<file path="config.mk">
export PLATFORM = sky130hd
export DESIGN_NAME = pt_walker
export DESIGN_NICKNAME = d
export VERILOG_FILES = /design/src/verilog/pt_walk_pkg.sv /design/src/verilog/pt_walker.sv /design/src/verilog/pt_walk_fsm.sv /design/src/verilog/pt_walk_rsp_stage.sv
export SDC_FILE = /design/constraint.sdc
export NUM_CORES = 1
export LEC_CHECK = 0
export BUFFER_PORTS_ARGS = -buffer_cell sky130_fd_sc_hd__buf_2
export CORE_AREA = 4 4 274 276
export CTS_CLUSTER_SIZE = 10
export DETAILED_ROUTE_END_ITERATION = 10
export DIE_AREA = 0 0 278 280
export PLACE_DENSITY = 0.46
export SLEW_MARGIN = 20
export SYNTH_ARGS = -nofsm -noshare
export SYNTH_HDL_FRONTEND = slang
export SYNTH_HIERARCHICAL = 1
export SYNTH_SLANG_ARGS = --single-unit
</file>
<file path="constraint.sdc">
create_clock -name clk -period 11.9 [get_ports clk]
set_clock_uncertainty 0.1 [all_clocks]
set_input_delay 2.38 -clock clk [delete_from_list [all_inputs] [get_ports clk]]
set_output_delay 2.38 -clock clk [all_outputs]
set_load 0.05 [all_outputs]
</file>
<file path="src/verilog/pt_walk_pkg.sv">
/*
 * Shared widths, types and encodings for the page-table walker.
 * Addresses are 48 bits with 4 KB pages. A 36-bit page index splits into
 * four 9-bit level indices. Each level index picks one 64-bit entry, which
 * is a line of eight words plus a word within that line.
 * Modules import this package inside their body and use scoped names on ports.
 */
package pt_walk_pkg;

    // ============================================================
    // Table geometry
    // ============================================================

    localparam int PT_LEVELS         = 4;
    localparam int PT_IDX_W          = 9;
    localparam int PT_WORD_IDX_W     = 3;
    localparam int PT_LINE_IDX_W     = PT_IDX_W - PT_WORD_IDX_W;
    localparam int LINE_DATA_W       = 512;
    localparam int PT_WORD_W         = 64;
    localparam int PT_WORDS_PER_LINE = LINE_DATA_W / PT_WORD_W;

    // Address format
    localparam int ADDR_W        = 48;
    localparam int PAGE_OFFSET_W = 12;
    localparam int PAGE_W        = ADDR_W - PAGE_OFFSET_W;
    localparam int LINE_ADDR_W   = PAGE_W + PT_LINE_IDX_W;

    // Entry status bits
    localparam int PT_TERMINAL_BIT = 0;
    localparam int PT_ERROR_BIT    = 3;

    // A terminal entry found at this depth maps a 2 MB page
    localparam int PT_BIG_PAGE_DEPTH = 2;

    // ============================================================
    // Vector types
    // ============================================================

    typedef logic [PT_LEVELS*PT_IDX_W-1:0]  va_page_t;
    typedef logic [PAGE_W-1:0]              pa_page_t;
    typedef logic [LINE_ADDR_W-1:0]         line_addr_t;
    typedef logic [LINE_DATA_W-1:0]         line_data_t;
    typedef logic [PT_WORD_W-1:0]           pt_word_t;
    typedef logic [PT_IDX_W-1:0]            pt_idx_t;
    typedef logic [PT_WORD_IDX_W-1:0]       pt_word_idx_t;
    typedef logic [PT_LINE_IDX_W-1:0]       pt_line_idx_t;
    typedef logic [$clog2(PT_LEVELS)-1:0]   walk_depth_t;

    // Level indices, top level in the high slot
    typedef pt_idx_t [PT_LEVELS-1:0] pt_idx_vec_t;

    // Decoded table entry
    typedef struct packed {
        pa_page_t page;
        logic     error;
        logic     terminal;
    } pt_entry_t;

    // Translation handed to the TLB
    typedef struct packed {
        va_page_t va;
        pa_page_t pa;
        logic     big_page;
    } pt_fill_t;

    // Walker FSM
    typedef enum logic [2:0] {
        IDLE,
        READ_REQ,
        WAIT_RSP,
        RSP,
        DONE,
        ERROR,
        HALT
    } walk_state_t;

endpackage
</file>
<file path="src/verilog/pt_walker.sv">
/*
 * Top level of the page-table walker.
 * Registers the enable input, then joins the read-response stage and the
 * walker FSM. Host memory is read through a strobe read port; finished
 * translations leave on the fill port toward the TLB.
 */
`timescale 1ns/1ps

module pt_walker (
    input  logic                    clk,
    input  logic                    reset,

    // Configuration
    input  pt_walk_pkg::pa_page_t   pt_root,
    input  logic                    enable,

    // Translation request
    input  logic                    req_en,
    input  pt_walk_pkg::va_page_t   req_va,
    output logic                    req_rdy,

    // Table line read
    input  logic                    read_rdy,
    output logic                    read_en,
    output pt_walk_pkg::line_addr_t read_addr,
    input  logic                    read_data_en,
    input  pt_walk_pkg::line_data_t read_data,

    // TLB fill
    input  logic                    fill_rdy,
    output logic                    fill_en,
    output pt_walk_pkg::pt_fill_t   fill,

    // Status
    output logic                    not_present,
    output logic                    busy
);
    import pt_walk_pkg::*;

    logic         enable_q;
    logic         entry_valid;
    pt_entry_t    entry;
    pt_word_idx_t word_idx;

    // Walker accepts requests one cycle after enable is seen
    always_ff @(posedge clk)
    begin
        if (reset)
            enable_q <= 1'b0;
        else
            enable_q <= enable;
    end

    pt_walk_rsp_stage u_rsp (
        .clk          (clk),
        .reset        (reset),
        .read_data_en (read_data_en),
        .read_data    (read_data),
        .word_idx     (word_idx),
        .entry_valid  (entry_valid),
        .entry        (entry)
    );

    pt_walk_fsm u_fsm (
        .clk         (clk),
        .reset       (reset),
        .ready_en    (enable_q),
        .pt_root     (pt_root),
        .req_en      (req_en),
        .req_va      (req_va),
        .req_rdy     (req_rdy),
        .read_rdy    (read_rdy),
        .read_en     (read_en),
        .read_addr   (read_addr),
        .word_idx    (word_idx),
        .entry_valid (entry_valid),
        .entry       (entry),
        .fill_rdy    (fill_rdy),
        .fill_en     (fill_en),
        .fill        (fill),
        .not_present (not_present),
        .busy        (busy)
    );

endmodule

</file>
<file path="src/verilog/pt_walk_fsm.sv">
/*
 * Walker FSM for one translation at a time.
 * Latches the request, reads one table line per level at the current page,
 * adopts the next page from each decoded entry and shifts to the next level
 * index. A terminal entry leads to DONE and the fill port; an error entry
 * or a missing terminal at the last level pulses not_present and halts.
 */
`timescale 1ns/1ps

module pt_walk_fsm (
    input  logic                      clk,
    input  logic                      reset,
    input  logic                      ready_en,
    input  pt_walk_pkg::pa_page_t     pt_root,
    input  logic                      req_en,
    input  pt_walk_pkg::va_page_t     req_va,
    output logic                      req_rdy,
    input  logic                      read_rdy,
    output logic                      read_en,
    output pt_walk_pkg::line_addr_t   read_addr,
    output pt_walk_pkg::pt_word_idx_t word_idx,
    input  logic                      entry_valid,
    input  pt_walk_pkg::pt_entry_t    entry,
    input  logic                      fill_rdy,
    output logic                      fill_en,
    output pt_walk_pkg::pt_fill_t     fill,
    output logic                      not_present,
    output logic                      busy
);
    import pt_walk_pkg::*;

    walk_state_t state;

    // Level being walked, 0 is the root table
    walk_depth_t depth;

    // VA under translation
    va_page_t translate_va;

    // Remaining level indices, current one in the top slot
    pt_idx_vec_t idx_vec;

    // Table page during the walk, translated page once done
    pa_page_t cur_page;

    // Entry captured from the response stage
    pt_entry_t cur_entry;

    pt_idx_t      cur_idx;
    pt_line_idx_t cur_line;
    logic         req_accept;
    logic         last_level;
    logic         walk_fail;

    assign req_accept = req_en && req_rdy;
    assign last_level = (depth == walk_depth_t'(PT_LEVELS - 1));

    // Missing entry, or ran out of levels without a translation
    assign walk_fail = cur_entry.error || (!cur_entry.terminal && last_level);

    // Index split into line within the page and word within the line
    assign cur_idx  = idx_vec[PT_LEVELS-1];
    assign cur_line = cur_idx[PT_IDX_W-1 -: PT_LINE_IDX_W];
    assign word_idx = cur_idx[PT_WORD_IDX_W-1:0];

    // ============================================================
    // State transitions
    // ============================================================

    always_ff @(posedge clk)
    begin
        if (reset)
        begin
            state <= IDLE;
            depth <= '0;
        end
        else
        begin
            case (state)
                IDLE:
                begin
                    if (req_accept)
                    begin
                        state <= READ_REQ;
                        depth <= '0;
                    end
                end

                // Hold until memory takes the read
                READ_REQ:
                begin
                    if (read_en)
                        state <= WAIT_RSP;
                end

                WAIT_RSP:
                begin
                    if (entry_valid)
                        state <= RSP;
                end

                RSP:
                begin
                    if (walk_fail)
                    begin
                        state <= ERROR;
                    end
                    else if (cur_entry.terminal)
                    begin
                        // Depth stays at the final level for big_page
                        state <= DONE;
                    end
                    else
                    begin
                        state <= READ_REQ;
                        depth <= depth + walk_depth_t'(1);
                    end
                end

                // Wait for the TLB to take the fill
                DONE:
                begin
                    if (fill_en)
                        state <= IDLE;
                end

                ERROR:
                    state <= HALT;

                // Stuck here until reset
                HALT:
                    state <= HALT;

                default:
                    state <= IDLE;
            endcase
        end
    end

    // ============================================================
    // Walk registers
    // ============================================================

    always_ff @(posedge clk)
    begin
        // New request starts at the root with the top index first
        if (req_accept)
        begin
            translate_va <= req_va;
            idx_vec      <= pt_idx_vec_t'(req_va);
            cur_page     <= pt_root;
        end

        if ((state == WAIT_RSP) && entry_valid)
            cur_entry <= entry;

        if (state == RSP)
        begin
            cur_page <= cur_entry.page;

            // Next level index moves into the top slot
            for (int i = PT_LEVELS - 1; i > 0; i--)
                idx_vec[i] <= idx_vec[i-1];
            idx_vec[0] <= '0;
        end
    end

    // ============================================================
    // Ports
    // ============================================================

    assign req_rdy = ready_en && (state == IDLE);
    assign busy    = (state != IDLE);

    // Line read at current page plus line part of the level index
    assign read_en   = (state == READ_REQ) && read_rdy;
    assign read_addr = {cur_page, cur_line};

    assign fill_en = (state == DONE) && fill_rdy;

    // Single-cycle pulse, ERROR is left after one clock
    assign not_present = (state == ERROR);

    always_comb
    begin
        fill.va       = translate_va;
        fill.pa       = cur_page;
        fill.big_page = (depth == walk_depth_t'(PT_BIG_PAGE_DEPTH));
    end

endmodule

</file>
<file path="src/verilog/pt_walk_rsp_stage.sv">
/*
 * Registered read-response path of the page-table walker.
 * Stage 1 captures the returned line, stage 2 picks the addressed 64-bit
 * word and decodes it into a page and status flags.
 * entry_valid follows read_data_en by exactly two cycles.
 */
`timescale 1ns/1ps

module pt_walk_rsp_stage (
    input  logic                      clk,
    input  logic                      reset,
    input  logic                      read_data_en,
    input  pt_walk_pkg::line_data_t   read_data,
    input  pt_walk_pkg::pt_word_idx_t word_idx,
    output logic                      entry_valid,
    output pt_walk_pkg::pt_entry_t    entry
);
    import pt_walk_pkg::*;

    // Stage 1 line and strobe
    logic       data_en_q;
    line_data_t data_q;

    // Line viewed as words, and the selected word
    pt_word_t [PT_WORDS_PER_LINE-1:0] line_words;
    pt_word_t                         sel_word;
    pt_entry_t                        sel_entry;

    // ============================================================
    // Word select and decode
    // ============================================================

    always_comb
    begin
        line_words = data_q;
        sel_word   = line_words[word_idx];

        // Page field sits above the 4 KB offset
        sel_entry.page     = sel_word[PAGE_OFFSET_W +: PAGE_W];
        // Bit 3 marks a missing entry
        sel_entry.error    = sel_word[PT_ERROR_BIT];
        // Bit 0 marks the final translation
        sel_entry.terminal = sel_word[PT_TERMINAL_BIT];
    end

    // ============================================================
    // Pipeline registers
    // ============================================================

    // Strobes
    always_ff @(posedge clk)
    begin
        if (reset)
        begin
            data_en_q   <= 1'b0;
            entry_valid <= 1'b0;
        end
        else
        begin
            data_en_q   <= read_data_en;
            entry_valid <= data_en_q;
        end
    end

    // Payload follows the strobes one-for-one
    always_ff @(posedge clk)
    begin
        data_q <= read_data;
        entry  <= sel_entry;
    end

endmodule

</file>
==> results.rst <==
.. list-table::
   :header-rows: 1

   * - Metric
     - Value
   * - Final worst path period share
     - between 40% and 50%
   * - Number of max-cap violations
     - 0
   * - HPWL Detailed
     - between 30 and 40 mm
   * - Starting density of the core
     - 20.7%
   * - Total of warnings raised by yosys
     - 6
   * - Sink Count
     - slightly below 500
   * - Synthesis-to-layout area growth
     - 33.5%
   * - Clock Latency Late Sink
     - just under 0.6 ns
   * - Netlist area before placement
     - about 15000 um2
   * - Quantity of gates resized following cts
     - 0
   * - F_max
     - 181 MHz
   * - Path category of the worst min-delay check
     - register to register
   * - Critical path start-end classification
     - primary input to output port
   * - Routed via count divided by cell count
     - approximately 3.7
   * - Worst-Margin Slew
     - around 0.85 ns
   * - Arrival time at the worst endpoint
     - between 3 and 4 ns
   * - Most frequent cells in the layout
     - sky130_fd_sc_hd__buf_2 (502), sky130_fd_sc_hd__dfxtp_1 (359), sky130_fd_sc_hd__edfxtp_1 (137)
   * - Core area
     - 72600 um2
   * - Wire length after detailed routing
     - 42.2 mm
   * - Final setup violation count
     - 0
   * - Setup repair after global routing missed its margin
     - false
   * - Die boundary height
     - approximately 280 um
   * - Clock tree root buffer cell
     - sky130_fd_sc_hd__clkbuf_16
   * - CTS tree
     - built
   * - Per-cell routed wire length
     - ~18 um
   * - Number of placement rows
     - 99
   * - Area of the die
     - 77800 um2
   * - Gate Count Post-Synth
     - just over 800
   * - Total CTS buffers
     - 58
   * - IO Count
     - between 700 and 800
   * - Share of final-layout standard cells stronger than drive strength 1
     - ~54%
   * - Req. time, crit path
     - about 9.4 ns
   * - Average cell area after synthesis
     - between 15 and 20 um2
   * - Synthesized Nets
     - roughly 1400
   * - Via count
     - about 8600
   * - CP endpoint kind
     - output port
   * - GRT Util Overall
     - a little over a tenth
   * - Power density relative to cell area
     - between 150 and 200 nW/um2
   * - Maximum buffer depth of the clock tree
     - 3
   * - Final estimated routing congestion in global placement
     - 0.776
   * - Horiz. Die Dim
     - ~280 um
   * - Flops & latches, synth
     - about 500
   * - Clock-pin slew of the registers on the worst-case setup and hold paths
     - 0.05 ns
   * - Peak VDD IR
     - 0.100 mV
   * - Run status
     - completed
   * - Final hold vios
     - 0
   * - Final standard cell area without fillers
     - approximately 20000 um2
   * - Number of levels in the clock H-tree
     - 2
   * - First-pass GRT wire length
     - 61.1 mm
   * - Post-synthesis sequential area ratio
     - 75.1%
   * - Static Leakage
     - about 0.0082 uW
   * - Number of nets in the layout
     - between 1500 and 2000
   * - Setup TNS
     - 0 ns
   * - Detailed Route Iter0 Violations
     - ~340
   * - Tightest slew margin relative to the limit
     - a little over two fifths
   * - Kind of launch point of the worst setup path
     - primary input
   * - Initial antenna violation count
     - 16
   * - DR pass1 iterations
     - 4
   * - Port Buf Inserts
     - 502
   * - Area post-placement
     - ~18000 um2
   * - Number of different library cells in the post-synthesis netlist
     - 34
   * - Crit path time final
     - around 5.5 ns
   * - Buffer count from post-CTS setup fixing
     - 0
   * - Drt drc
     - 0
   * - Number of max-slew violations in the final report
     - 0
   * - Via count of the first global-routing pass
     - ~9500
   * - Hold_buf cts
     - 0
   * - Pwr Total
     - roughly 3700 uW
   * - Number of antenna-violating nets in the routed design
     - 0
   * - Commonest non-fill, non-tap cell in the layout
     - sky130_fd_sc_hd__buf_2
   * - Final global-route overflow total
     - 0
   * - Pin count of the biggest net entering global routing
     - 53
   * - Highest net fanout along the worst path
     - 2
-- per-layer routing --
metal / wire length (um) / track usage, % / vias to the layer above
li1: - / - / 4002
met1: 17500 / 12.9 / 4139
met2: 20200 / 17.4 / 366
met3: 3490 / 3.73 / 81
met4: 827 / 2.83 / 20
met5: 135 / 0 / -
-- Yosys cell counts --
| cell type | count | area share, % |
|---|---|---|
| sky130_fd_sc_hd__or4_1 | 1 | 0.050 |
| sky130_fd_sc_hd__o221ai_1 | 1 | 0.058 |
| sky130_fd_sc_hd__or4b_4 | 1 | 0.091 |
| sky130_fd_sc_hd__nor3b_1 | 2 | 0.10 |
| sky130_fd_sc_hd__edfxtp_1 | 137 | 27 |
| sky130_fd_sc_hd__inv_2 | 1 | 0.025 |
| sky130_fd_sc_hd__nor3_1 | 1 | 0.033 |
| sky130_fd_sc_hd__nor2_1 | 2 | 0.050 |
| sky130_fd_sc_hd__o41ai_1 | 1 | 0.058 |
| sky130_fd_sc_hd__nand3_1 | 9 | 0.30 |
| sky130_fd_sc_hd__inv_1 | 4 | 0.10 |
| sky130_fd_sc_hd__buf_1 | 6 | 0.15 |
| sky130_fd_sc_hd__ha_1 | 2 | 0.17 |
| sky130_fd_sc_hd__nor2b_4 | 1 | 0.091 |
| sky130_fd_sc_hd__a2111oi_0 | 1 | 0.058 |
| sky130_fd_sc_hd__clkbuf_1 | 12 | 0.30 |
| sky130_fd_sc_hd__nand2_1 | 2 | 0.050 |
| sky130_fd_sc_hd__a22o_1 | 27 | 1.6 |
| sky130_fd_sc_hd__buf_6 | 7 | 0.52 |
| sky130_fd_sc_hd__nand2b_1 | 3 | 0.12 |
| sky130_fd_sc_hd__nor2b_1 | 4 | 0.17 |
| sky130_fd_sc_hd__dfxtp_1 | 359 | 48 |
| sky130_fd_sc_hd__a21oi_1 | 12 | 0.40 |
| sky130_fd_sc_hd__nor2_4 | 1 | 0.075 |
| sky130_fd_sc_hd__or3_1 | 3 | 0.12 |
| sky130_fd_sc_hd__buf_2 | 12 | 0.40 |
| sky130_fd_sc_hd__a221oi_1 | 1 | 0.058 |
| sky130_fd_sc_hd__nand3b_1 | 3 | 0.15 |
| sky130_fd_sc_hd__a311oi_1 | 1 | 0.058 |
| sky130_fd_sc_hd__mux4_2 | 76 | 11 |
| sky130_fd_sc_hd__mux2_2 | 74 | 5.5 |
| sky130_fd_sc_hd__buf_4 | 45 | 2.2 |
| sky130_fd_sc_hd__o21ai_0 | 12 | 0.40 |
| sky130_fd_sc_hd__and2_1 | 1 | 0.042 |
-- critical path: stages --
cell and delay [ns]:
sky130_fd_sc_hd__buf_2 0.09, sky130_fd_sc_hd__inv_1 0.05, sky130_fd_sc_hd__nor3b_1 0.21, sky130_fd_sc_hd__buf_2 0.31
-- where the power goes --
part / total [uW] / internal (uW) / switching, uW / leakage [uW]
clock network: 1620 / 963 / 654 / 0.000842
logic: 230 / 111 / 119 / 0.00307
registers: 1860 / 1830 / 29.4 / 0.00428
total: 3710 / 2900 / 803 / 0.00819
-- final cells by class --
cell class | instances | area [um2]
well taps | 959 | 1200
repair buffers | 514 | 2610
clock buffers | 96 | 1700
fillers | 7461 | 52500
diodes | 3 | 7.51
flip-flops and latches | 496 | 11300
inverters | 5 | 18.8
clock inverters | 6 | 46.3
multi-input cells | 242 | 3210
-- worst paths after layout --
| check | from | to | slack (ns) | cells past startpoint |
|---|---|---|---|---|
| worst max-delay path | read_rdy | read_en | 6.39 | 4 |
| worst min-delay path | u_rsp/entry[8] | u_fsm/cur_entry[8] | 0.30 | 0 |
| worst max register to register | u_fsm/state[2] | u_fsm/cur_page[10] | 8.76 | 3 |
| worst min register to register | u_rsp/entry[8] | u_fsm/cur_entry[8] | 0.30 | 0 |
-- sequential cells by signal (all words and copies together) (netlist names) --
register and cells:
u_rsp/data_q 304, u_fsm/cur_idx 9, u_fsm/depth 2, u_fsm/translate_va 36, u_fsm/state 3, u_rsp/entry 38
u_rsp/entry_valid 1, u_rsp/data_en_q 1, u_fsm/idx_vec 27, enable_q 1, u_fsm/cur_page 36, u_fsm/cur_entry 38
-- cell families (layout without fill, tap and decap cells) --
group	Yosys count	in the layout	synth area share, %
AOI/OAI and AO/OA	56	56	2.66
and+or+nand+nor	34	34	1.45
buffers and inverters	87	621	3.74
DFF	496	496	75.1
adders and majority gates	2	2	0.166
other	0	3	0
muxes	150	150	16.9
-- per-stage QoR --
stage / util [%] / setup slack (ns) / hold slack, ns / cells
after floorplan: - / 4.15 / 0.286 / 825
after global placement: 25.2 / 6.40 / 0.286 / 2215
after detailed placement: 25.3 / 6.40 / 0.289 / 2216
after CTS: 27.7 / 6.39 / 0.302 / 2318
after global routing: 27.7 / 6.33 / 0.307 / 2319
final: 27.7 / 6.39 / 0.301 / 2321
No activity file was read; power rests on OpenSTA's default activity.
